`src/tluh_settings.svh`:
```
// tluh settings: bus widths, memory depth and outstanding request limit for the tl-uh fabric
`ifndef TLUH_SETTINGS_SVH
`define TLUH_SETTINGS_SVH

// address and data widths of channel A and D
`define TLUH_AW 32
`define TLUH_DW 32

// one mask bit per byte lane of the data word
`define TLUH_DBW (`TLUH_DW / 8)

// source id and size field widths
`define TLUH_AIW 4
`define TLUH_SZW 3

// number of words held by the memory device
`define TLUH_MEM_WORDS 64

// default number of responses the host may keep outstanding
`define TLUH_MAX_REQS 4

`endif

```
`src/tluh_pkg.sv`:
```
// tluh package: tl-uh opcodes, param codes and the channel A/D structs
`include "tluh_settings.svh"

package tluh_pkg;

    // channel A opcodes with their tl-uh encodings
    typedef enum logic [2:0] {
        PutFullData    = 3'd0,
        PutPartialData = 3'd1,
        ArithmeticData = 3'd2,
        LogicalData    = 3'd3,
        Get            = 3'd4,
        Intent         = 3'd5
    } tluh_a_op_e;

    // channel D opcodes, only the uncached acks are needed
    typedef enum logic [2:0] {
        AccessAck     = 3'd0,
        AccessAckData = 3'd1
    } tluh_d_op_e;

    typedef enum logic [2:0] {
        MIN  = 3'd0,
        MAX  = 3'd1,
        MINU = 3'd2,
        MAXU = 3'd3,
        ADD  = 3'd4
    } tluh_a_param_arith_e;

    typedef enum logic [2:0] {
        XOR  = 3'd0,
        OR   = 3'd1,
        AND  = 3'd2,
        SWAP = 3'd3
    } tluh_a_param_log_e;

    typedef enum logic [2:0] {
        PrefetchRead  = 3'd0,
        PrefetchWrite = 3'd1
    } tluh_a_param_intent_e;

    // the same three param bits mean different things depending on a_opcode
    typedef union packed {
        tluh_a_param_arith_e  arith;
        tluh_a_param_log_e    logical;
        tluh_a_param_intent_e intent;
    } tluh_a_param_u;

    // host to device, channel A plus the D ready
    typedef struct packed {
        logic                  a_valid;
        tluh_a_op_e            a_opcode;
        tluh_a_param_u         a_param;
        logic [`TLUH_SZW-1:0]  a_size;
        logic [`TLUH_DBW-1:0]  a_mask;
        logic [`TLUH_AIW-1:0]  a_source;
        logic [`TLUH_AW-1:0]   a_address;
        logic [`TLUH_DW-1:0]   a_data;
        logic                  d_ready;
    } tluh_h2d_t;

    // device to host, channel D plus the A ready
    typedef struct packed {
        logic                  d_valid;
        tluh_d_op_e            d_opcode;
        logic [`TLUH_SZW-1:0]  d_size;
        logic [`TLUH_AIW-1:0]  d_source;
        logic [`TLUH_DW-1:0]   d_data;
        logic                  d_error;
        logic                  a_ready;
    } tluh_d2h_t;

endpackage

```
`src/tluh_host_adapter.sv`:
```
// tluh host adapter: turns a host req/gnt/valid port into tl-uh channel A requests and D results
`timescale 1ns/1ps
`include "tluh_settings.svh"

module tluh_host_adapter
    import tluh_pkg::*;
#(
    parameter int unsigned MAX_REQS = `TLUH_MAX_REQS
) (
    input  logic                  clk_i,
    input  logic                  rst_ni,
    input  logic                  req_i,
    input  logic                  we_i,
    input  logic [`TLUH_AW-1:0]   addr_i,
    input  logic [`TLUH_DW-1:0]   wdata_i,
    input  logic [`TLUH_DBW-1:0]  be_i,
    input  logic [2:0]            operation_i,
    input  logic                  arithmetic_i,
    input  tluh_d2h_t             tl_d_i,
    output logic                  gnt_o,
    output logic                  valid_o,
    output logic [`TLUH_DW-1:0]   rdata_o,
    output logic                  err_o,
    output tluh_h2d_t             tl_a_o
);

    localparam int unsigned WordOff = $clog2(`TLUH_DBW);
    localparam int unsigned SrcW    = `TLUH_AIW;

    logic [SrcW-1:0]       source;
    tluh_a_op_e            opcode;
    tluh_a_param_u         param;
    logic [`TLUH_DBW-1:0]  mask;

    // opcode choice, first match wins
    // arithmetic codes map straight from operation_i, so MIN is operation 0
    // logical and intent codes are operation_i minus one since zero means a plain access
    always_comb begin
        param = '0;
        if (arithmetic_i) begin
            opcode      = ArithmeticData;
            param.arith = tluh_a_param_arith_e'(operation_i);
        end else if (operation_i != 3'd0 && we_i) begin
            opcode        = LogicalData;
            param.logical = tluh_a_param_log_e'(operation_i - 3'd1);
        end else if (operation_i != 3'd0) begin
            opcode       = Intent;
            param.intent = tluh_a_param_intent_e'(operation_i - 3'd1);
        end else if (!we_i) begin
            opcode = Get;
        end else if (&be_i) begin
            opcode = PutFullData;
        end else begin
            opcode = PutPartialData;
        end
    end

    // reads and hints touch the whole word, every lane enabled
    assign mask = (opcode == Get || opcode == Intent) ? {`TLUH_DBW{1'b1}} : be_i;

    // a single outstanding request never needs a distinct source id
    if (MAX_REQS == 1) begin : g_src_fixed
        assign source = '0;
    end else begin : g_src_count
        localparam int unsigned CntW = $clog2(MAX_REQS);
        logic [CntW-1:0] cnt_q;

        // rotate through the ids, one step per accepted request
        always_ff @(posedge clk_i) begin
            if (!rst_ni) begin
                cnt_q <= '0;
            end else if (req_i && gnt_o) begin
                cnt_q <= (cnt_q == CntW'(MAX_REQS - 1)) ? '0 : cnt_q + 1'b1;
            end
        end

        assign source = SrcW'(cnt_q);
    end

    assign tl_a_o = '{
        a_valid:   req_i,
        a_opcode:  opcode,
        a_param:   param,
        a_size:    `TLUH_SZW'(WordOff),
        a_mask:    mask,
        a_source:  source,
        a_address: {addr_i[`TLUH_AW-1:WordOff], {WordOff{1'b0}}},
        a_data:    wdata_i,
        d_ready:   1'b1
    };

    // responses pass straight through since the host is always ready
    assign gnt_o   = tl_d_i.a_ready;
    assign valid_o = tl_d_i.d_valid;
    assign rdata_o = tl_d_i.d_data;
    assign err_o   = tl_d_i.d_error;

endmodule

```
`config.mk`:
```
export PLATFORM = sky130hd
export DESIGN_NAME = tluh_host_adapter
export DESIGN_NICKNAME = d
export VERILOG_FILES = /design/src/tluh_pkg.sv /design/src/tluh_host_adapter.sv
export VERILOG_INCLUDE_DIRS = /design/src /design/src/src
export SDC_FILE = /design/constraint.sdc
export NUM_CORES = 1
export LEC_CHECK = 0
export ABC_AREA = 1
export BUFFER_PORTS_ARGS = -buffer_cell sky130_fd_sc_hd__clkbuf_2
export CAP_MARGIN = 20
export CELL_PAD_IN_SITES_DETAIL_PLACEMENT = 1
export CELL_PAD_IN_SITES_GLOBAL_PLACEMENT = 2
export CORE_UTILIZATION = 10
export CTS_CLUSTER_DIAMETER = 40
export DETAILED_ROUTE_END_ITERATION = 10
export HOLD_SLACK_MARGIN = 0.12
export PLACE_DENSITY_LB_ADDON = 0.08
export SYNTH_ARGS = -nofsm -noshare
export SYNTH_HDL_FRONTEND = slang
export SYNTH_SLANG_ARGS = --single-unit
```
`constraint.sdc`:
```
create_clock -name clk_i -period 1.44 [get_ports clk_i]
set_clock_uncertainty 0.05 [all_clocks]
set_input_delay 0.288 -clock clk_i [delete_from_list [all_inputs] [get_ports clk_i]]
set_output_delay 0.288 -clock clk_i [all_outputs]
set_load 0.02 [all_outputs]
```
==> flow_metrics.py <==
metrics = {
    "run_status": {
        "status": "finished with violations",
        "failed_checks": "negative setup slack",
    },
    "drt": {
        "residual_drc_count": 0,
        "detailroute.via_count": 538,
        "number_of_drc_markers_in_iteration_0": 12,
        "post_drt_wl_per_cell_um": 9.54,
        "postRouteAntennaNets": 0,
        "dr.pass1.iters": 3,
        "route.final.wire_length_mm": 2.10,
        "dr_vias_cell": 2.45,
    },
    "layout": {
        "flow.area_growth_from_synthesis_pct": -24.8,
        "diodes": 0,
        "finalNetCount": 211,
        "layout-drive-gt1-share": 0.607,
        "largest_register_ffs": 2,
        "final-seq-area_sq_um": 40.0,
        "max_flop_register": "g_src_count.cnt_q",
        "mostFrequentLayoutCells": "sky130_fd_sc_hd__clkbuf_2, sky130_fd_sc_hd__conb_1, sky130_fd_sc_hd__nand2_1",
        "layout.cells.most_common": "sky130_fd_sc_hd__clkbuf_2",
        "area_of_the_multi_input_gates_sq_um": 290,
        "largest_registers": "g_src_count.cnt_q (2)",
        "n_fill_cell": 1255,
    },
    "floorplan": {
        "initial_core_util": 0.103,
        "core_sq_um": 10300,
        "std_cell_rows": 37,
        "ios": 239,
        "die_height_um": 105,
        "die-area_sq_um": 11000,
        "die_width_um": 105,
    },
    "placement": {
        "io_buffer_count": 26,
        "place_worst_setup_slack_ns": -0.271,
        "dpl.hpwl_mm": 1.80,
        "gp_congestion": 0.572,
    },
    "clock_tree": {
        "clk-insertion-delay-late_ns": 0.21,
        "cts_max_level": 1,
        "cts.hold.buffers_added": 0,
        "cts_tree": "built",
        "cts_sinks": 2,
        "clk_buf_depth": 2,
        "clockRootBuffer": "sky130_fd_sc_hd__clkbuf_8",
        "cts.reportedPaths.clkPinSlew_ns": 0.03,
        "cts_buffers": 3,
    },
    "worst_setup_path": {
        "launch_instance_of_the_worst_register_to_register_path": "g_src_count.cnt_q[0]$_SDFFE_PN0P_",
        "depth_of_the_worst_register_to_register_path": 3,
        "critical_path_arrival_ns": 1.15,
        "worstReg2RegEnd": "g_src_count.cnt_q[1]$_SDFFE_PN0P_",
        "endpoint_kind": "output port",
        "crit_required_ns": 1.10,
        "path_class": "input port to output port",
        "startpoint_type": "input port",
        "rrSetupSlack_ns": 0.42,
        "critical_path_peak_fanout": 3,
    },
    "global_route": {
        "grt_max_degree": 6,
        "grt_overflow_total": 0,
        "grt_antenna_before_repair": 0,
        "grt_pass1_vias": 559,
        "track_usage": 0.0349,
        "global_route_wire_length_before_repair_mm": 3.06,
    },
    "logic_synthesis": {
        "postSynthAreaPerCell_sq_um": 6.99,
        "synthCells": 151,
        "synth-seq-area-share": 0.0380,
        "synth_area_leader_cell": "sky130_fd_sc_hd__buf_4",
        "synth_top_area_share": 0.754,
        "yosysWarningCount": 0,
        "number_of_distinct_standard_cells_referenced_by_the_synthesized_netlist": 14,
        "mappedNetlistArea_sq_um": 1050,
        "netlist_top_cells_area": "sky130_fd_sc_hd__buf_4, sky130_fd_sc_hd__ha_1, sky130_fd_sc_hd__nand2_1",
        "ys_ff_latch": 2,
    },
    "timing": {
        "timing.final.crit_share": 1.03,
        "finalSetupTns_ns": -0.101,
        "maxSlewViolCount": 0,
        "report.final.setup_viol": 3,
        "setup_slack_ns": -0.0495,
        "setup_repair_after_global_routing_missed_its_margin": "yes",
        "timing.fmax_mhz": 671,
        "timing_hold_violations_final": 0,
        "post_layout_min_period_ns": 1.49,
    },
    "min_path": {
        "min_path_type": "input port to flop",
        "hold_path_startpoint": "rst_ni",
        "whs_path_depth": 3,
        "min_to": "g_src_count.cnt_q[0]$_SDFFE_PN0P_",
    },
    "power": {
        "finalPower_w": 0.000500,
        "power.density_cell_area_nw_per_um2": 630,
        "ir_drop_worst_case_vdd_v": 0.000227,
        "power_leakage_nw": 0.349,
    },
    "job": {
        "reported_max_cap_violation_count": 0,
    },
}
## Yosys cell counts
cell type,count
sky130_fd_sc_hd__buf_4,106
sky130_fd_sc_hd__conb_1,2
sky130_fd_sc_hd__dfxtp_1,2
sky130_fd_sc_hd__ha_1,4
sky130_fd_sc_hd__inv_1,7
sky130_fd_sc_hd__inv_2,1
sky130_fd_sc_hd__nand2_1,11
sky130_fd_sc_hd__nand3_1,2
sky130_fd_sc_hd__nor2_1,6
sky130_fd_sc_hd__nor2_2,1
sky130_fd_sc_hd__o21ai_0,2
sky130_fd_sc_hd__o21ai_1,2
sky130_fd_sc_hd__o22ai_1,1
sky130_fd_sc_hd__or2_1,4
## per-stage QoR
step	instance area, sq um	hold WS (ns)	cells	util
5_1_grt	793	0.295	220	0.0772
4_1_cts	734	0.285	220	0.0715
6_report	793	0.277	220	0.0772
3_3_place_gp	612	0.467	217	0.0595
2_1_floorplan	1080	0.374	157	-
3_5_place_dp	612	0.482	217	0.0595
## power by group
group | switching (W) | total, W | internal [W]
Clock | 0.0000423 | 0.000219 | 0.000177
Sequential | 0.00000403 | 0.0000639 | 0.0000599
Combinational | 0.000124 | 0.000217 | 0.0000930
## critical path, stage by stage
cell	delay, ns
sky130_fd_sc_hd__buf_8	0.08
sky130_fd_sc_hd__inv_4	0.03
sky130_fd_sc_hd__ha_4	0.15
sky130_fd_sc_hd__ha_4	0.16
sky130_fd_sc_hd__inv_4	0.08
sky130_fd_sc_hd__nand2_4	0.05
sky130_fd_sc_hd__nand2_2	0.07
sky130_fd_sc_hd__nand3_2	0.06
sky130_fd_sc_hd__nand2_2	0.08
sky130_fd_sc_hd__buf_8	0.11
## final cells by class
cell class,count,area share
clock buffer,3,0.0521
inverter,8,0.0473
multi-input combinational,41,0.366
timing repair buffer,30,0.270
tap,136,0.215
sequential,2,0.0505
## metal layers
metal  share of wire  global-route usage
met5               0                   0
met4           0.095              0.0473
met2            0.48              0.0558
met1            0.24              0.0251
met3            0.19              0.0206
## timing repair
| item | in CTS | in global routing |
|---|---|---|
| resized for setup | 21 | 18 |
| pin swaps | 5 | 6 |
| buffers inserted | 0 | 0 |
| setup endpoints to repair | 5 | 5 |
## cells by family after synthesis
| group | after synthesis | share of synthesized area |
|---|---|---|
| fa+ha+maj | 4 | 0.0475 |
| compound gates | 5 | 0.0249 |
| other cells | 2 | 0.00712 |
| buf+inv | 114 | 0.783 |
| flops | 2 | 0.0380 |
| simple gates | 24 | 0.0996 |
## worst max-delay path by stage
stage,to,depth (start not counted),from
CTS,tl_a_o[78],10,operation_i[0]
detailed placement,tl_a_o[78],10,operation_i[0]
global placement,tl_a_o[78],10,operation_i[0]
floorplan,tl_a_o[77],6,operation_i[0]
finish,tl_a_o[78],10,operation_i[0]
global route,tl_a_o[78],10,operation_i[0]
Power figures use the tool's default switching activity.
